--- config.mk ---
export PLATFORM = sky130hd
export DESIGN_NAME = alu_top
export DESIGN_NICKNAME = d
export VERILOG_FILES = /design/src/verilog/alu_pkg.sv /design/src/verilog/alu_arith.sv /design/src/verilog/alu_ctrl.sv /design/src/verilog/alu_flags.sv /design/src/verilog/alu_shift.sv /design/src/verilog/alu_top.sv
export VERILOG_INCLUDE_DIRS = /design/src /design/src/verilog
export SDC_FILE = /design/constraint.sdc
export NUM_CORES = 1
export LEC_CHECK = 0
export BUFFER_PORTS_ARGS = -buffer_cell sky130_fd_sc_hd__buf_2
export CAP_MARGIN = 15
export CELL_PAD_IN_SITES_DETAIL_PLACEMENT = 0
export CELL_PAD_IN_SITES_GLOBAL_PLACEMENT = 1
export CORE_UTILIZATION = 46
export CTS_BUF_LIST = sky130_fd_sc_hd__clkbuf_8 sky130_fd_sc_hd__clkbuf_16
export CTS_CLUSTER_SIZE = 28
export DETAILED_ROUTE_END_ITERATION = 10
export HOLD_SLACK_MARGIN = 0.08
export PLACE_DENSITY_LB_ADDON = 0.1
export SYNTH_ARGS = -nofsm -noshare
export SYNTH_HDL_FRONTEND = slang
export SYNTH_SLANG_ARGS = --single-unit
--- constraint.sdc ---
create_clock -name clk -period 12.2 [get_ports clk]
set_clock_uncertainty 0.05 [all_clocks]
set_input_delay 1.83 -clock clk [delete_from_list [all_inputs] [get_ports clk]]
set_output_delay 1.83 -clock clk [all_outputs]
set_load 0.02 [all_outputs]
--- src/verilog/alu_consts.svh ---
// ALU constants: data and control widths, operation codes, flag bit positions
`ifndef ALU_CONSTS_SVH
`define ALU_CONSTS_SVH

`define ALU_DW      32
`define ALU_OPW     5
`define SHIFT_CNT_W 5

// flag byte layout, bits 5 and 3 read as zero
`define FLAG_S 7
`define FLAG_Z 6
`define FLAG_H 4
`define FLAG_V 2
`define FLAG_N 1
`define FLAG_C 0

`define ALU_OP_MOVE 5'd0
`define ALU_OP_ADD  5'd1
`define ALU_OP_ADC  5'd2
`define ALU_OP_SUB  5'd3
`define ALU_OP_SBC  5'd4
`define ALU_OP_CP   5'd5
`define ALU_OP_AND  5'd6
`define ALU_OP_OR   5'd7
`define ALU_OP_XOR  5'd8
`define ALU_OP_RL   5'd9
`define ALU_OP_RR   5'd10
`define ALU_OP_RLC  5'd11
`define ALU_OP_RRC  5'd12
`define ALU_OP_SLA  5'd13
`define ALU_OP_SRA  5'd14
`define ALU_OP_SLL  5'd15
`define ALU_OP_SRL  5'd16
`define ALU_OP_SCF  5'd17
`define ALU_OP_RCF  5'd18
`define ALU_OP_CCF  5'd19
`define ALU_OP_EXFF 5'd20
`define ALU_OP_POPF 5'd21

`endif

--- src/verilog/alu_pkg.sv ---
// ALU types: operand width, operation select and the flag word
package alu_pkg;

`include "alu_consts.svh"

typedef enum logic [1:0] {
    width_byte = 2'd0,
    width_word = 2'd1,
    width_long = 2'd2
} alu_width_t;

typedef enum logic [`ALU_OPW-1:0] {
    op_move = `ALU_OP_MOVE,
    op_add  = `ALU_OP_ADD,
    op_adc  = `ALU_OP_ADC,
    op_sub  = `ALU_OP_SUB,
    op_sbc  = `ALU_OP_SBC,
    op_cp   = `ALU_OP_CP,   // flags only
    op_and  = `ALU_OP_AND,
    op_or   = `ALU_OP_OR,
    op_xor  = `ALU_OP_XOR,
    op_rl   = `ALU_OP_RL,   // through carry
    op_rr   = `ALU_OP_RR,
    op_rlc  = `ALU_OP_RLC,  // circular
    op_rrc  = `ALU_OP_RRC,
    op_sla  = `ALU_OP_SLA,
    op_sra  = `ALU_OP_SRA,
    op_sll  = `ALU_OP_SLL,
    op_srl  = `ALU_OP_SRL,
    op_scf  = `ALU_OP_SCF,
    op_rcf  = `ALU_OP_RCF,
    op_ccf  = `ALU_OP_CCF,
    op_exff = `ALU_OP_EXFF, // swap F and F'
    op_popf = `ALU_OP_POPF
} alu_op_t;

typedef struct packed {
    logic s;
    logic z;
    logic pad5;   // always zero
    logic h;
    logic pad3;   // always zero
    logic v;      // overflow or even parity
    logic n;
    logic c;
} flag_bits_t;

typedef union packed {
    logic [7:0] bits;
    flag_bits_t f;
} flag_word_t;

endpackage

--- src/verilog/alu_arith.sv ---
// ALU arithmetic and logic unit: add/sub/compare and AND/OR/XOR with flag candidates
`timescale 1ns/100ps
`include "alu_consts.svh"

module alu_arith (
    input  alu_pkg::alu_op_t    op,
    input  alu_pkg::alu_width_t width,
    input  logic [`ALU_DW-1:0]  opa,
    input  logic [`ALU_DW-1:0]  opb,
    input  logic                carry_in,
    output logic [`ALU_DW-1:0]  rslt,
    output alu_pkg::flag_word_t cand
);

logic [4:0]         msb;
logic [`ALU_DW-1:0] mask, bx, sum, raw, res;
logic [`ALU_DW:0]   sx;
logic               sub, ci, c3, c7, c15, c31, cy;

// sign extend the selected width to 33 bits
function automatic logic [`ALU_DW:0] sext(
    input logic [`ALU_DW-1:0] x,
    input logic [4:0]         m,
    input logic [`ALU_DW-1:0] msk
);
    sext = {x[m], (x & msk) | ({`ALU_DW{x[m]}} & ~msk)};
endfunction

always_comb begin
    case (width)
        alu_pkg::width_byte: begin
            msb  = 5'd7;
            mask = 32'h0000_00ff;
        end
        alu_pkg::width_word: begin
            msb  = 5'd15;
            mask = 32'h0000_ffff;
        end
        default: begin
            msb  = 5'd31;
            mask = 32'hffff_ffff;
        end
    endcase
end

// subtract as a + ~b + ~borrow, carries inverted back into borrows
assign sub = op inside {alu_pkg::op_sub, alu_pkg::op_sbc, alu_pkg::op_cp};
assign ci  = ((op == alu_pkg::op_adc || op == alu_pkg::op_sbc) && carry_in) ^ sub;
assign bx  = sub ? ~opb : opb;

assign {c3,  sum[3:0]}   = {1'b0, opa[3:0]}   + {1'b0, bx[3:0]}   + {4'd0, ci};
assign {c7,  sum[7:4]}   = {1'b0, opa[7:4]}   + {1'b0, bx[7:4]}   + {4'd0, c3};
assign {c15, sum[15:8]}  = {1'b0, opa[15:8]}  + {1'b0, bx[15:8]}  + {8'd0, c7};
assign {c31, sum[31:16]} = {1'b0, opa[31:16]} + {1'b0, bx[31:16]} + {16'd0, c15};

assign sx = sext(opa, msb, mask) + sext(bx, msb, mask) + {{`ALU_DW{1'b0}}, ci};
assign cy = (width == alu_pkg::width_byte) ? c7 :
            (width == alu_pkg::width_word) ? c15 : c31;

always_comb begin
    case (op)
        alu_pkg::op_and: raw = opa & opb;
        alu_pkg::op_or:  raw = opa | opb;
        alu_pkg::op_xor: raw = opa ^ opb;
        alu_pkg::op_move: raw = opb;
        default:         raw = sum;
    endcase
end

assign res  = raw & mask;    // upper bits cleared at narrow widths
assign rslt = res;

always_comb begin
    cand     = '0;
    cand.f.s = res[msb];
    cand.f.z = (res == '0);
    if (op inside {alu_pkg::op_and, alu_pkg::op_or, alu_pkg::op_xor}) begin
        cand.f.h = (op == alu_pkg::op_and);
        cand.f.v = (width == alu_pkg::width_byte) ? ~^res[7:0] : ~^res[15:0];
    end else begin
        cand.f.h = c3 ^ sub;         // nibble borrow on subtract
        cand.f.v = sx[`ALU_DW] ^ sx[msb];
        cand.f.n = sub;
        cand.f.c = cy ^ sub;
    end
end

endmodule

--- src/verilog/alu_ctrl.sv ---
// ALU control: operation issue, operand hold, result register and done strobe
`timescale 1ns/100ps
`include "alu_consts.svh"

module alu_ctrl (
    input  logic                clk,
    input  logic                rst,
    input  logic                start,
    input  alu_pkg::alu_op_t    op,
    input  alu_pkg::alu_width_t width,
    input  logic [`ALU_DW-1:0]  op0,
    input  logic [`ALU_DW-1:0]  op1,
    input  logic [`ALU_DW-1:0]  imm,
    input  logic [`ALU_DW-1:0]  arith_rslt,
    input  logic [`ALU_DW-1:0]  shift_rslt,
    input  logic                shift_last,
    input  logic                busy,
    output alu_pkg::alu_op_t    op_q,
    output alu_pkg::alu_width_t width_q,
    output logic [`ALU_DW-1:0]  opa_q,
    output logic [`ALU_DW-1:0]  opb_q,
    output logic                shift_go,
    output logic                flag_we,
    output logic [`ALU_DW-1:0]  dout,
    output logic                done
);

alu_pkg::alu_op_t    op_r;
alu_pkg::alu_width_t width_r;
logic [`ALU_DW-1:0]  opa_r, opb_r, src;
logic                is_shift, writes;

// register moves take op1, every other operation reads the immediate
assign src      = (op == alu_pkg::op_move) ? op1 : imm;
assign is_shift = op inside {alu_pkg::op_rl, alu_pkg::op_rr, alu_pkg::op_rlc,
                             alu_pkg::op_rrc, alu_pkg::op_sla, alu_pkg::op_sra,
                             alu_pkg::op_sll, alu_pkg::op_srl};
assign writes   = op inside {alu_pkg::op_move, alu_pkg::op_add, alu_pkg::op_adc,
                             alu_pkg::op_sub, alu_pkg::op_sbc, alu_pkg::op_and,
                             alu_pkg::op_or, alu_pkg::op_xor};

// live inputs on the start cycle, held copies while a shift runs
assign op_q    = start ? op : op_r;
assign width_q = start ? width : width_r;
assign opa_q   = start ? op0 : opa_r;
assign opb_q   = start ? src : opb_r;

assign shift_go = start && is_shift;
assign flag_we  = start && !is_shift && op != alu_pkg::op_move;

always_ff @(posedge clk) begin
    if (start) begin
        op_r    <= op;
        width_r <= width;
        opa_r   <= op0;
        opb_r   <= src;
    end
end

always_ff @(posedge clk or posedge rst) begin
    if (rst) begin
        dout <= '0;
        done <= 1'b0;
    end else begin
        done <= (start && !is_shift) || shift_last;
        if (start && writes)
            dout <= arith_rslt;
        else if (shift_last)
            dout <= shift_rslt;   // also a 1-bit shift on its start cycle
    end
end

a_no_start_busy: assert property (@(posedge clk) disable iff (rst) start |-> !busy)
    else $error("start while shifter busy");
a_done_single: assert property (@(posedge clk) disable iff (rst) done |=> !done)
    else $error("done high two cycles in a row");
a_busy_cause: assert property (@(posedge clk) disable iff (rst) $rose(busy) |-> $past(shift_go))
    else $error("busy rose without a shift issue");

endmodule

--- src/verilog/alu_flags.sv ---
// ALU flag register F with shadow F', carry operations and flag load
`timescale 1ns/100ps
`include "alu_consts.svh"

module alu_flags (
    input  logic                clk,
    input  logic                rst,
    input  logic                we,
    input  alu_pkg::alu_op_t    op,
    input  alu_pkg::flag_word_t cand,
    input  logic                shift_c,
    input  logic                shift_last,
    input  logic [1:0]          res_sz,
    input  logic [`ALU_DW-1:0]  shift_rslt,
    input  logic [7:0]          imm_byte,
    output alu_pkg::flag_word_t flags,
    output logic                carry
);

alu_pkg::flag_word_t f_q, fd_q, f_nxt, fd_nxt;

always_comb begin
    f_nxt  = f_q;
    fd_nxt = fd_q;
    if (we) begin
        case (op)
            alu_pkg::op_scf: begin
                f_nxt.f.c = 1'b1;
                f_nxt.f.h = 1'b0;
                f_nxt.f.n = 1'b0;
            end
            alu_pkg::op_rcf: begin
                f_nxt.f.c = 1'b0;
                f_nxt.f.h = 1'b0;
                f_nxt.f.n = 1'b0;
            end
            alu_pkg::op_ccf: begin
                f_nxt.f.c = ~f_q.f.c;
                f_nxt.f.n = 1'b0;
            end
            alu_pkg::op_exff: begin
                f_nxt  = fd_q;
                fd_nxt = f_q;
            end
            alu_pkg::op_popf: begin
                f_nxt.bits   = imm_byte;
                f_nxt.f.pad5 = 1'b0;
                f_nxt.f.pad3 = 1'b0;
            end
            default: f_nxt = cand;
        endcase
    end else if (shift_last) begin
        // narrow results are zero above the width, so 16-bit parity covers a byte too
        f_nxt.bits[`FLAG_S] = res_sz[1];
        f_nxt.bits[`FLAG_Z] = res_sz[0];
        f_nxt.bits[`FLAG_H] = 1'b0;
        f_nxt.bits[`FLAG_V] = ~^shift_rslt[15:0];
        f_nxt.bits[`FLAG_N] = 1'b0;
        f_nxt.bits[`FLAG_C] = shift_c;
    end
end

always_ff @(posedge clk or posedge rst) begin
    if (rst) begin
        f_q  <= '0;
        fd_q <= '0;
    end else begin
        f_q  <= f_nxt;
        fd_q <= fd_nxt;
    end
end

assign flags = f_q;
assign carry = f_q.f.c;

endmodule

--- src/verilog/alu_shift.sv ---
// ALU shifter: iterative shift and rotate, one bit per cycle at the selected width
`timescale 1ns/100ps
`include "alu_consts.svh"

module alu_shift (
    input  logic                clk,
    input  logic                rst,
    input  logic                go,
    input  alu_pkg::alu_op_t    op,
    input  alu_pkg::alu_width_t width,
    input  logic [`ALU_DW-1:0]  opa,
    input  logic [3:0]          count_src,
    input  logic                carry_in,
    output logic [`ALU_DW-1:0]  rslt,
    output logic                c_out,
    output logic [1:0]          res_sz,   // sign, zero of rslt
    output logic                busy,
    output logic                last
);

logic [4:0]             msb;
logic [`ALU_DW-1:0]     mask, src, nxt, sh_q;
logic [`SHIFT_CNT_W-1:0] n, cnt;
logic                   cin, c_q, fill, left, nxt_c;

assign n = {count_src == 4'd0, count_src};   // zero means 16

always_comb begin
    case (width)
        alu_pkg::width_byte: begin
            msb  = 5'd7;
            mask = 32'h0000_00ff;
        end
        alu_pkg::width_word: begin
            msb  = 5'd15;
            mask = 32'h0000_ffff;
        end
        default: begin
            msb  = 5'd31;
            mask = 32'hffff_ffff;
        end
    endcase
end

// first step works on the live operand, later steps on the held value
assign src  = go ? (opa & mask) : sh_q;
assign cin  = go ? carry_in : c_q;
assign left = op inside {alu_pkg::op_rl, alu_pkg::op_rlc, alu_pkg::op_sla, alu_pkg::op_sll};

always_comb begin
    case (op)
        alu_pkg::op_rl,
        alu_pkg::op_rr:  fill = cin;
        alu_pkg::op_rlc,
        alu_pkg::op_sra: fill = src[msb];
        alu_pkg::op_rrc: fill = src[0];
        default:         fill = 1'b0;
    endcase
    if (left) begin
        nxt   = ((src << 1) | {{(`ALU_DW-1){1'b0}}, fill}) & mask;
        nxt_c = src[msb];
    end else begin
        nxt   = (src >> 1) | ({{(`ALU_DW-1){1'b0}}, fill} << msb);
        nxt_c = src[0];
    end
end

assign rslt   = nxt;
assign c_out  = nxt_c;
assign res_sz = {nxt[msb], nxt == '0};
assign last   = go ? (n == 5'd1) : (busy && cnt == 5'd1);

always_ff @(posedge clk or posedge rst) begin
    if (rst) begin
        busy <= 1'b0;
        cnt  <= '0;
    end else if (go) begin
        busy <= (n != 5'd1);
        cnt  <= n - 5'd1;    // steps left after this one
    end else if (busy) begin
        busy <= (cnt != 5'd1);
        cnt  <= cnt - 5'd1;
    end
end

always_ff @(posedge clk) begin
    if (go || busy) begin
        sh_q <= nxt;
        c_q  <= nxt_c;
    end
end

a_cnt_live: assert property (@(posedge clk) disable iff (rst) busy |-> cnt != '0)
    else $error("shift count underflow while busy");

endmodule

--- src/verilog/alu_top.sv ---
// ALU top level: connects control, arithmetic, shifter and flag units
`timescale 1ns/100ps
`include "alu_consts.svh"

module alu_top (
    input  logic                clk,
    input  logic                rst,
    input  logic                start,
    input  alu_pkg::alu_op_t    op,
    input  alu_pkg::alu_width_t width,
    input  logic [`ALU_DW-1:0]  op0,
    input  logic [`ALU_DW-1:0]  op1,
    input  logic [`ALU_DW-1:0]  imm,
    output logic [`ALU_DW-1:0]  dout,
    output alu_pkg::flag_word_t flags,
    output logic                busy,
    output logic                done
);

alu_pkg::alu_op_t    op_q;
alu_pkg::alu_width_t width_q;
alu_pkg::flag_word_t cand;
logic [`ALU_DW-1:0]  opa_q, opb_q, arith_rslt, shift_rslt;
logic [1:0]          res_sz;
logic                shift_go, shift_last, shift_c, flag_we, carry;

alu_ctrl i_ctrl (
    .clk(clk), .rst(rst), .start(start), .op(op), .width(width),
    .op0(op0), .op1(op1), .imm(imm),
    .arith_rslt(arith_rslt), .shift_rslt(shift_rslt),
    .shift_last(shift_last), .busy(busy),
    .op_q(op_q), .width_q(width_q), .opa_q(opa_q), .opb_q(opb_q),
    .shift_go(shift_go), .flag_we(flag_we), .dout(dout), .done(done)
);

alu_arith i_arith (
    .op(op_q), .width(width_q), .opa(opa_q), .opb(opb_q),
    .carry_in(carry), .rslt(arith_rslt), .cand(cand)
);

alu_shift i_shift (
    .clk(clk), .rst(rst), .go(shift_go), .op(op_q), .width(width_q),
    .opa(opa_q), .count_src(opb_q[3:0]), .carry_in(carry),
    .rslt(shift_rslt), .c_out(shift_c), .res_sz(res_sz),
    .busy(busy), .last(shift_last)
);

alu_flags i_flags (
    .clk(clk), .rst(rst), .we(flag_we), .op(op_q), .cand(cand),
    .shift_c(shift_c), .shift_last(shift_last), .res_sz(res_sz),
    .shift_rslt(shift_rslt), .imm_byte(opb_q[7:0]),
    .flags(flags), .carry(carry)
);

endmodule
==> metrics.log, run 1 <==
INFO  metric run_status = complete, no violations
INFO  metric mappedNetlistArea = 13300 um2
INFO  metric critical_path_arrival = between 10 and 15 ns
INFO  metric die_y = between 150 and 200 um
INFO  metric die_width = 172 um
INFO  metric synth_area_leader_cell = ha_1
INFO  metric clockRootBuffer = clkbuf_16
INFO  metric synth_top_cells_by_area = ha_1 (13%), dfxtp_1 (11%), dfrtp_1 (10%)
INFO  metric postSynthAreaPerCell = about 8.4 um2
INFO  metric asyncSetResetFlopFracSynth = between 30% and 40%
INFO  metric max_capacitance_violation_total = 0
INFO  metric cts_max_path_buffers = 2
INFO  metric switchingPower = between 0.001 and 0.0015 W
INFO  metric yosys_register_bits = 159
INFO  metric drt-vias-per-instance = between 6 and 7
INFO  metric dp_hpwl = 36.5 mm
INFO  metric sequential_element_share_of_the_synthesized_area = 28.5%
INFO  metric tritoncts = done
INFO  metric ys_dominant_reg_cell = dfxtp_1
INFO  metric timing.final.setup_violations = 0
INFO  metric first_global_vias = 12100
INFO  metric drive_above_1_share = 16.7%
INFO  metric final_net_count = roughly 1900
INFO  metric regToRegSetupSlack = 2.64 ns
INFO  metric multiInputGateArea = around 8700 um2
INFO  metric timing.final.max_slew_violations = 0
INFO  metric cts_resized = 0
INFO  metric timing.hold.worst.class = reg2reg
INFO  metric final.min_clock_period = about 11 ns
INFO  metric antenna_violating_nets_post_route = 0
INFO  metric number_of_buffers_created_by_cts = 17
INFO  metric synth.top_cell.area_share = 12.9%
INFO  metric layout.area.seq = roughly 3800 um2
INFO  metric design.die.area = 29600 um2
INFO  metric finalHoldViolations = 0
INFO  metric port_buffer_count = 147
INFO  metric tightestPinTransition = 1.09 ns
INFO  metric wl_per_cell = 23.8 um
INFO  metric cts.reportedPaths.clkPinSlew = ~0.07 ns
INFO  metric regToRegStartpoint = i_ctrl.op_r[1]
INFO  metric finalWeightedCongestion = 0.954
INFO  metric combinationalPowerShare = 51.6%
INFO  metric power.share.sequential = 28.6%
INFO  metric critical_path.reg2reg.endpoint = i_flags.flags[6]
INFO  metric dr.pass1.iters = 6
INFO  metric critPathMaxFanout = 22
INFO  metric power.density = 192 nW/um2
INFO  metric grt_start_max_net_pins = 56
INFO  metric grt_remaining_overflow = 0
INFO  metric area_growth = 12.6%
INFO  metric hold_worst_slack = 0.453 ns
INFO  metric timing.hold.worst.start = i_flags.flags[5]
INFO  metric whs_endpoint = i_flags.flags[5]
INFO  metric synth_fp_nets = 1827
INFO  metric antenna_found_initial = 1
INFO  metric initial_core_util = 47.4%
INFO  metric grt_pass1_wl = 74.6 mm
INFO  metric min_delay_path_depth = 2
INFO  metric synth-warning-count = 0
INFO  metric required = 12.53 ns
INFO  metric criticalPathCategory = in2reg
INFO  metric mostFrequentLayoutCell = nor2_1
INFO  metric routed-via-count = approximately 13000
INFO  metric pwr-share-clk = 19.8%
INFO  metric cell_type_of_the_slowest_stage_on_the_worst_timing_path = a21oi_1
INFO  metric clock-sinks = 159
INFO  metric post-cts-setup-buffers = 0
INFO  metric io_pins = 148
INFO  metric cp_common_cell = fa_1
INFO  metric maxSlewHeadroom = 26.6%
INFO  metric switching_share = 43.5%
INFO  metric mostFrequentLayoutCells = nor2_1 (164), buf_2 (146), ha_1 (137)
INFO  metric post_cts_hold_buffer_count = 0
INFO  metric first_iter_violations = 1288
INFO  metric irDropWorstVdd = 0.000107 V
INFO  metric fin_setup_tns = 0 ns
INFO  metric clock_h_tree_levels = 4
INFO  metric yosysUniqueCellTypes = 97
INFO  metric clk_latency = between 0.4 and 0.5 ns
INFO  metric post-route-drc-count = 0
INFO  metric crit_path_start_kind = input port
INFO  metric synth-edff-count = 33
INFO  metric grt.total_usage = 34.2%
INFO  metric post_route_wl = 49.4 mm
INFO  metric core_area = 28100 um2
INFO  metric clock.fmax = 0.0921 GHz
INFO  metric cp_slowest_stage_delay = 0.50 ns
INFO  metric fillCellCount = between 2000 and 3000
INFO  metric fin_crit_sh = 89.0%
INFO  metric r2r_cells = 36
INFO  metric rsz_0062_raised_after_global_routing = false
INFO  metric post_synth_inst_count = 1576
INFO  metric num_rows = 61
INFO  metric worstSetupEndpointType = register
INFO  metric p_int = 0.00162 W
INFO  metric leakagePower = 6.90 nW
cell families after synthesis:
family | after synthesis | synth area share [%]
buffers and inverters | 195 | 6.20
multiplexers | 91 | 7.14
XOR/XNOR | 77 | 5.29
AND/OR/NAND/NOR | 452 | 16.1
flip-flops | 159 | 28.5
AO/OA/AOI/OAI | 457 | 22.7
adder cells (fa/ha/maj) | 145 | 14.1
registers in the layout, indices dropped and copies added, names as in the netlist:
register        flops
i_ctrl.opa_r       32
i_flags.fd_q        8
i_shift.sh_q       32
i_ctrl.dout        32
i_shift.cnt         5
i_ctrl.opb_r       32
i_shift.busy        1
i_shift.c_q         1
i_ctrl.done         1
i_flags.flags       8
i_ctrl.width_r      2
i_ctrl.op_r         5
worst max path at each step:
stage / start / to / slack, ns / cells past startpoint
floorplan: start / i_flags.flags[6] / 1.83 / 41
global placement: op[1] / i_flags.flags[6] / 1.29 / 37
global route: op[4] / i_flags.flags[6] / 0.94 / 37
finish: op[1] / i_flags.flags[6] / 1.34 / 37
detailed placement: op[1] / i_flags.flags[6] / 1.09 / 37
CTS: op[1] / i_flags.flags[6] / 1.50 / 37
cell type report:
class	count	area share (%)
diodes	1	0.0167
clock buffers	19	3.10
clock inverters	13	0.902
inverters	103	2.58
multi-input cells	1222	58.1
flip-flops and latches	159	25.3
well taps	378	3.16
repair buffers	185	6.87
critical path: cells and delay by family:
| kind | cells | cell delay [ns] |
|---|---|---|
| AO/OA/AOI/OAI | 18 | 4.60 |
| XOR/XNOR | 2 | 0.29 |
| adder cells (fa/ha/maj) | 7 | 2.68 |
| buffers and inverters | 5 | 1.03 |
| multiplexers | 1 | 0.17 |
| AND/OR/NAND/NOR | 4 | 0.55 |
synthesized netlist by cell type (8+ instances only):
master and n:
a211oi_1 12, a21o_1 28, a21oi_1 112, a221oi_1 10
a22oi_1 25, a31o_2 8, buf_1 8, buf_2 23
clkbuf_1 51, dfrtp_1 55, dfxtp_1 71, edfxtp_1 33
fa_1 8, ha_1 137, inv_1 94, inv_2 8
mux2_2 18, mux2i_1 71, nand2_1 127, nand2b_1 8
nand3_1 35, nand4_1 12, nor2_1 164, nor3_1 27
nor4_1 8, o211ai_1 17, o21a_1 14, o21ai_0 100
o21ai_1 8, o221ai_1 11, o22ai_1 27, or3_1 14
xnor2_1 46, xor2_1 28
per-layer routing:
metal,part of all wire (%),wire length [um],GRT usage (%),vias to the layer above
li1,-,-,-,5923
met1,46,22800,49.2,6274
met2,42,20800,50.3,578
met3,9.2,4530,7.26,74
met4,2.6,1270,11.3,0
met5,0,0,0,-
through the flow:
step           setup WS, ns  util [%]  power [W]  std cells  area [um2]
2_1_floorplan          1.83         -    0.00183       1576       13300
3_3_place_gp           1.29      51.1    0.00227       2046       14400
3_5_place_dp           1.09      51.1    0.00228       2046       14400
4_1_cts                1.50      53.3    0.00286       2078       15000
5_1_grt               0.937      53.3    0.00306       2079       15000
6_report               1.34      53.3    0.00287       2080       15000
power groups by stage:
stage                     sequential (W)  clock [W]  combinational [W]
after floorplan                 0.000861          0           0.000971
after global placement          0.000824          0            0.00145
after detailed placement        0.000825          0            0.00146
after CTS                       0.000817   0.000575            0.00147
after global routing            0.000834   0.000595            0.00163
final                           0.000821   0.000570            0.00148
Power figures use the tool's default switching activity.
==> inputs of run 2 (changes only) <==
==> constraint.sdc (replaced) <==
create_clock -name clk -period 10.71 [get_ports clk]
set_clock_uncertainty 0.05 [all_clocks]
set_input_delay 2.142 -clock clk [delete_from_list [all_inputs] [get_ports clk]]
set_output_delay 2.142 -clock clk [all_outputs]
set_load 0.02 [all_outputs]
==> run 2 against run 1 <==
  * Cell count increased by 0.63%
  * Core utilization increased by 0.38 points
  * Die area unchanged
  * Via count decreased by 0.72%
  * Critical path depth increased by 1
  * Setup slack got worse by 0.89 ns
  * Routed wire length decreased by 0.47%
  * Highest routed layer is now met5
  * Sequential power increased by 13%
  * First-iteration DRC count increased by 13%
  * Count of clock-buffer cells in the layout decreased by 2
==> metrics.log, run 2 (synthesis gave the netlist of run 1 again) <==
INFO  metric first_global_vias = 12100 (-0.17%)
INFO  metric diodes = 0 (-1)
INFO  metric post-route-drc-count = 0 (unchanged)
INFO  metric fin_setup_tns = 0 ns (unchanged)
INFO  metric fin_util = 53.7% (+0.38 points)
INFO  metric clock.fmax = approximately 0.097 GHz
INFO  metric drt-vias-per-instance = 6.09 (-1.3%)
INFO  metric grt_pass1_wl = 73.3 mm (-1.6%)
INFO  metric clk_latency = 0.44 ns (about the same)
INFO  metric timing.final.setup_violations = 0 (unchanged)
INFO  metric finish.instance_area = 15100 um2 (+0.72%)
INFO  metric regToRegStartpoint = i_ctrl.op_r[2]
INFO  metric clock_h_tree_levels = 4 (unchanged)
INFO  metric fillCellCount = 2800 (+0.57%)
INFO  metric finalWeightedCongestion = 0.936 (-1.8%)
INFO  metric first_iter_violations = 1450 (+13%)
INFO  metric combinationalPowerShare = 52.0% (+0.4 points)
INFO  metric cell_type_of_the_slowest_stage_on_the_worst_timing_path = fa_1
INFO  metric post-cts-setup-buffers = 0 (unchanged)
INFO  metric core_area = 28100 um2 (unchanged)
INFO  metric timing.hold.worst.start = i_flags.flags[5]
INFO  metric wl_per_cell = 23.5 um (-1.1%)
INFO  metric run_status = complete, no violations
INFO  metric criticalPathCategory = in2reg
INFO  metric drive_above_1_share = 17.5% (+0.80 points)
INFO  metric tritoncts = done
INFO  metric crit_path_start_kind = input port
INFO  metric grt_start_max_net_pins = 65 (+16%)
INFO  metric final.min_clock_period = 10.26 ns
INFO  metric rsz_0062_raised_after_global_routing = false
INFO  metric port_buffer_count = 147 (unchanged)
INFO  metric mostFrequentLayoutCell = nor2_1
INFO  metric cts_max_path_buffers = 2 (unchanged)
INFO  metric routed-via-count = 12800 (-0.72%)
INFO  metric p_int = 0.00185 W (+14%)
INFO  metric fin_crit_sh = 95.8%
INFO  metric required = 11.04 ns (-1.49 ns)
INFO  metric io_pins = 148 (unchanged)
INFO  metric post_route_wl = 49.2 mm (-0.47%)
INFO  metric number_of_buffers_created_by_cts = 17 (unchanged)
INFO  metric timing.final.max_slew_violations = 0 (unchanged)
INFO  metric dr.pass1.iters = 6 (unchanged)
INFO  metric tightestPinTransition = 1.20 ns (+0.113 ns)
INFO  metric critPathLaunch = start
INFO  metric maxSlewHeadroom = 19.0% (-7.6 points)
INFO  metric cp_common_cell = fa_1
INFO  metric leakagePower = 6.96 nW (+0.83%)
INFO  metric grt.total_usage = 33.6% (-0.56 points)
INFO  metric worstSetupEndpointType = register
INFO  metric die_width = 172 um (unchanged)
INFO  metric initial_core_util = 47.4% (unchanged)
INFO  metric final_net_count = 1953 (+0.72%)
INFO  metric finalHoldViolations = 0 (unchanged)
INFO  metric power.share.sequential = 28.3% (-0.3 points)
INFO  metric hold_worst_slack = 0.456 ns (+0.00330 ns)
INFO  metric power.density = 218 nW/um2 (+14%)
INFO  metric clockRootBuffer = clkbuf_16
INFO  metric cp_slowest_stage_delay = 0.47 ns (-0.03 ns)
INFO  metric switchingPower = 0.00145 W (+16%)
INFO  metric clock-sinks = 159 (unchanged)
INFO  metric dp_hpwl = 36.7 mm (+0.56%)
INFO  metric critPathMaxFanout = 9 (-59%)
INFO  metric placedInstanceArea = 14500 um2 (+0.87%)
INFO  metric grt_remaining_overflow = 0 (unchanged)
INFO  metric antenna_violating_nets_post_route = 0 (unchanged)
INFO  metric design.die.area = 29600 um2 (unchanged)
INFO  metric switching_share = 43.9% (+0.43 points)
INFO  metric irDropWorstVdd = 0.000123 V (+15%)
INFO  metric die_y = 172 um (unchanged)
INFO  metric timing.hold.worst.class = reg2reg
INFO  metric critical_path_arrival = 10.59 ns (-0.60 ns)
INFO  metric cts.reportedPaths.clkPinSlew = 0.07 ns (about the same)
INFO  metric fin_total_pwr = 0.00329 W (+15%)
INFO  metric num_rows = 61 (unchanged)
INFO  metric antenna_found_initial = 2 (+1)
INFO  metric max_capacitance_violation_total = 0 (unchanged)
INFO  metric area_growth = 13.4%
INFO  metric pwr-share-clk = 19.7% (about the same)
INFO  metric mostFrequentLayoutCells = nor2_1 (164), buf_2 (146), ha_1 (137)
-- run 2: power by group through the flow --
stage	Clock [W]	Combinational [W]	Sequential [W]
3_3_place_gp	0	0.00167	0.000936
2_1_floorplan	0	0.00111	0.000981
5_1_grt	0.000676	0.00187	0.000949
3_5_place_dp	0	0.00169	0.000939
6_report	0.000648	0.00171	0.000931
4_1_cts	0.000653	0.00170	0.000928
-- run 2: layout make-up --
type                    count  area (um2)  share of cell area (%)
multi-input cells        1222        8700                    57.7
flip-flops and latches    159        3790                    25.1
repair buffers            199        1140                    7.56
well taps                 378         473                    3.13
clock buffers              17         425                    2.82
inverters                 103         387                    2.56
clock inverters            15         171                    1.14
-- run 2: final timing paths --
kind	endpoint	slack (ns)	cells after the start
min in group asynchronous	i_flags.fd_q[1]	1.89	3
worst max register to register	i_flags.flags[6]	2.00	37
worst max-delay path	i_flags.flags[6]	0.45	38
worst min-delay path	i_flags.flags[5]	0.46	2
worst min register to register	i_flags.flags[5]	0.46	2
max in group asynchronous	i_ctrl.dout[26]	8.15	3
-- run 2: through the flow --
step / worst slack (ns) / instances
after global routing: 0.00538 / 2093
after CTS: 0.479 / 2093
after floorplan: 0.0273 / 1576
final: 0.449 / 2093
after detailed placement: 0.0496 / 2061
after global placement: 0.167 / 2061
-- run 2: routing by layer --
metal | vias up | wire [um] | GRT usage [%]
met2 | 554 | 21600 | 51.3
met1 | 6158 | 22100 | 47.4
li1 | 5962 | - | -
met4 | 2 | 1160 | 9.81
met3 | 80 | 4340 | 7.10
met5 | - | 13 | 0
-- run 2: worst max-delay path, delay by kind of cell --
family | cells | cell delay [ns]
compound gates | 19 | 4.05
fa+ha+maj | 8 | 2.91
buf+inv | 6 | 0.65
simple gates | 2 | 0.35
mux | 1 | 0.29
xor+xnor | 2 | 0.17
-- run 2: repair_timing --
action / CTS / global route
hold buffers: 0 / 0
setup endpoints to repair: 0 / 1
gates resized for setup: 0 / 1
==> inputs of run 3 (changes only) <==
--- a/config.mk
+++ b/config.mk
@@ -6,14 +6,15 @@
 export SDC_FILE = /design/constraint.sdc
 export NUM_CORES = 1
 export LEC_CHECK = 0
-export BUFFER_PORTS_ARGS = -buffer_cell sky130_fd_sc_hd__buf_2
 export CAP_MARGIN = 15
 export CELL_PAD_IN_SITES_DETAIL_PLACEMENT = 0
 export CELL_PAD_IN_SITES_GLOBAL_PLACEMENT = 1
-export CORE_UTILIZATION = 46
+export CORE_UTILIZATION = 48
 export CTS_BUF_LIST = sky130_fd_sc_hd__clkbuf_8 sky130_fd_sc_hd__clkbuf_16
+export CTS_CLUSTER_DIAMETER = 30
 export CTS_CLUSTER_SIZE = 28
 export DETAILED_ROUTE_END_ITERATION = 10
+export DONT_BUFFER_PORTS = 1
 export HOLD_SLACK_MARGIN = 0.08
 export PLACE_DENSITY_LB_ADDON = 0.1
 export SYNTH_ARGS = -nofsm -noshare
==> run 3 against run 2 <==
  * Die area down 4.1%
  * Sequential cell count did not move
  * Cell count fell by 8.0%
  * Global-route usage down 0.078 points
  * Non-clock buffer count shrank 164
  * Worst hold slack gained 0.0070 ns
  * Core utilization decreased by 1.0 points
  * Register-to-register slack got worse by 0.06 ns
  * Sequential share of layout area up 1.4 points
  * Maximum frequency is 1.0% higher
  * Routed wire length decreased by 3.6%
  * Critical path type unchanged
  * Largest power group unchanged
  * Critical endpoint unchanged
  * Via count shrank 4.8%
==> metrics.log, run 3 (synthesis gave the netlist of run 1 again) <==
INFO  metric run_status = complete, no violations
INFO  metric combinationalPowerShare = 46.5% (-5.5 points)
INFO  metric p_int = 0.00184 W (-0.41%)
INFO  metric hold_worst_slack = 0.463 ns (+0.00696 ns)
INFO  metric antenna_violating_nets_post_route = 0 (unchanged)
INFO  metric fin_crit_sh = 94.8% (-0.98 points)
INFO  metric fin_setup_tns = 0 ns (unchanged)
INFO  metric regToRegStartpoint = i_ctrl.op_r[4]
INFO  metric critPathLaunch = start
INFO  metric power.share.sequential = 32.1% (+3.8 points)
INFO  metric die_y = 168 um (-2.1%)
INFO  metric cts.reportedPaths.clkPinSlew = 0.07 ns (about the same)
INFO  metric cts_resized = 0 (unchanged)
INFO  metric mostFrequentLayoutCells = nor2_1 (164), ha_1 (137), nand2_1 (126)
INFO  metric path_delay_family = compound AO/OA/AOI/OAI gates
INFO  metric clockRootBuffer = clkbuf_16
INFO  metric mostFrequentLayoutCell = nor2_1
INFO  metric number_of_buffers_created_by_cts = 17 (unchanged)
INFO  metric timing.final.setup_violations = 0 (unchanged)
INFO  metric fin_total_pwr = 0.00322 W (-2.3%)
INFO  metric wl_per_cell = 24.6 um (+4.8%)
INFO  metric post_route_wl = 47.4 mm (-3.6%)
INFO  metric clock.fmax = 0.0985 GHz (+1.0%)
INFO  metric first_global_vias = 11400 (-5.6%)
INFO  metric critical_path_arrival = 10.49 ns (-0.10 ns)
INFO  metric irDropWorstVdd = 0.000131 V (+6.7%)
INFO  metric finalHoldViolations = 0 (unchanged)
INFO  metric core_area = 27100 um2 (-3.5%)
INFO  metric dp_hpwl = 34.7 mm (-5.4%)
INFO  metric pwr-share-clk = 21.4% (+1.7 points)
INFO  metric area_growth = 7.34%
INFO  metric routed-via-count = 12100 (-4.8%)
INFO  metric post_cts_hold_buffer_count = 0 (unchanged)
INFO  metric critPathMaxFanout = 126 (+117)
INFO  metric drive_above_1_share = 8.90% (-8.6 points)
INFO  metric layout.area.seq = 3790 um2 (unchanged)
INFO  metric io_pins = 148 (unchanged)
INFO  metric grt_remaining_overflow = 0 (unchanged)
INFO  metric buffers_inverters_on_critical_path = 4 (-2)
INFO  metric design.die.area = 28400 um2 (-4.1%)
INFO  metric finalWeightedCongestion = 0.924 (-1.3%)
INFO  metric final.min_clock_period = 10.16 ns (-0.105 ns)
INFO  metric tightestPinTransition = 1.20 ns (-0.000433 ns)
INFO  metric timing.hold.worst.class = reg2reg
INFO  metric post-route-drc-count = 0 (unchanged)
INFO  metric die_width = 168 um (-2.1%)
INFO  metric timing.final.max_slew_violations = 0 (unchanged)
INFO  metric cp_slowest_stage_delay = 0.46 ns (about the same)
INFO  metric multiInputGateArea = 8720 um2 (+0.20%)
INFO  metric final_critical_path_setup_slack = 0.554 ns (+0.105 ns)
INFO  metric clock-sinks = 159 (unchanged)
INFO  metric grt_pass1_wl = 70.8 mm (-3.5%)
INFO  metric cp_common_cell = fa_1
INFO  metric dr.pass1.iters = 8 (+2)
INFO  metric fin_util = 52.7% (-1.0 points)
INFO  metric crit_path_start_kind = input port
INFO  metric leakagePower = 6.32 nW (-9.2%)
INFO  metric initial_core_util = 49.1% (+1.7 points)
INFO  metric timing.hold.worst.start = i_flags.fd_q[2]
INFO  metric required = 11.04 ns (about the same)
INFO  metric clk_latency = 0.45 ns (about the same)
INFO  metric cts_max_path_buffers = 2 (unchanged)
INFO  metric power.density = 225 nW/um2 (+3.3%)
INFO  metric final_net_count = 1789 (-8.4%)
INFO  metric grt.total_usage = 33.6% (-0.078 points)
INFO  metric cell_type_of_the_slowest_stage_on_the_worst_timing_path = fa_1
INFO  metric criticalPathCategory = in2reg
INFO  metric maxSlewHeadroom = 19.1% (+0.029 points)
INFO  metric grt_start_max_net_pins = 127 (+95%)
INFO  metric rsz_0062_raised_after_global_routing = false
INFO  metric post-cts-setup-buffers = 0 (unchanged)
INFO  metric port_buffer_count = 0 (-100%)
INFO  metric dp_slack = 0.0356 ns (-0.0140 ns)
INFO  metric worstSetupEndpointType = register
INFO  metric fillCellCount = 2617 (-6.5%)
INFO  metric switching_share = 42.8% (-1.1 points)
INFO  metric first_iter_violations = 1383 (-4.6%)
INFO  metric switchingPower = 0.00138 W (-4.6%)
INFO  metric antenna_found_initial = 2 (unchanged)
INFO  metric tritoncts = done
INFO  metric drt-vias-per-instance = 6.31 (+3.5%)
INFO  metric clock_h_tree_levels = 4 (unchanged)
INFO  metric num_rows = 60 (-1.6%)
INFO  metric max_capacitance_violation_total = 0 (unchanged)
==> run 3: routing by layer <==
| metal | GRT usage [%] | routed length (um) | vias to the layer above |
|---|---|---|---|
| met4 | 9.37 | 1040 | 2 |
| met1 | 46.5 | 21000 | 5829 |
| met3 | 8.00 | 4640 | 64 |
| li1 | - | - | 5637 |
| met2 | 51.9 | 20700 | 613 |
| met5 | 0 | 13 | - |
==> run 3: final timing paths <==
kind	endpoint	slack, ns	cells after the start
max	i_flags.flags[6]	0.55	36
min	i_flags.fd_q[2]	0.46	1
max reg2reg	i_flags.flags[6]	1.94	35
min reg2reg	i_flags.fd_q[2]	0.46	1
max in group asynchronous	i_ctrl.dout[25]	8.34	2
min in group asynchronous	i_ctrl.dout[3]	1.76	2
==> run 3: power groups by stage <==
stage,clock network (W),registers (W),logic [W]
floorplan,0,0.000981,0.00111
global placement,0,0.00104,0.00145
detailed placement,0,0.00104,0.00146
CTS,0.000696,0.00103,0.00147
global route,0.000719,0.00105,0.00164
finish,0.000688,0.00103,0.00150
==> run 3: cell type report <==
| cell class | instances | area share, % |
|---|---|---|
| Inverter | 103 | 2.71 |
| Antenna cell | 2 | 0.0351 |
| Multi-Input combinational cell | 1222 | 61.1 |
| Timing Repair Buffer | 35 | 1.89 |
| Sequential cell | 159 | 26.5 |
| Clock buffer | 19 | 3.25 |
| Tap cell | 372 | 3.26 |
| Clock inverter | 13 | 1.26 |
==> run 3: worst register-to-register path: cells and delay by family (launching register included) <==
| kind | cells | cell delay (ns) |
|---|---|---|
| XOR/XNOR | 2 | 0.32 |
| adder cells (fa/ha/maj) | 8 | 2.99 |
| AND/OR/NAND/NOR | 2 | 0.52 |
| multiplexers | 1 | 0.38 |
| flip-flops | 1 | 0.39 |
| AO/OA/AOI/OAI | 19 | 3.78 |
| buffers and inverters | 3 | 0.28 |
==> run 3: metrics by stage <==
stage | std cells | instance area (um2)
final | 1925 | 14300
after global routing | 1923 | 14300
after CTS | 1922 | 14200
after detailed placement | 1890 | 13600
after global placement | 1890 | 13600
after floorplan | 1576 | 13300
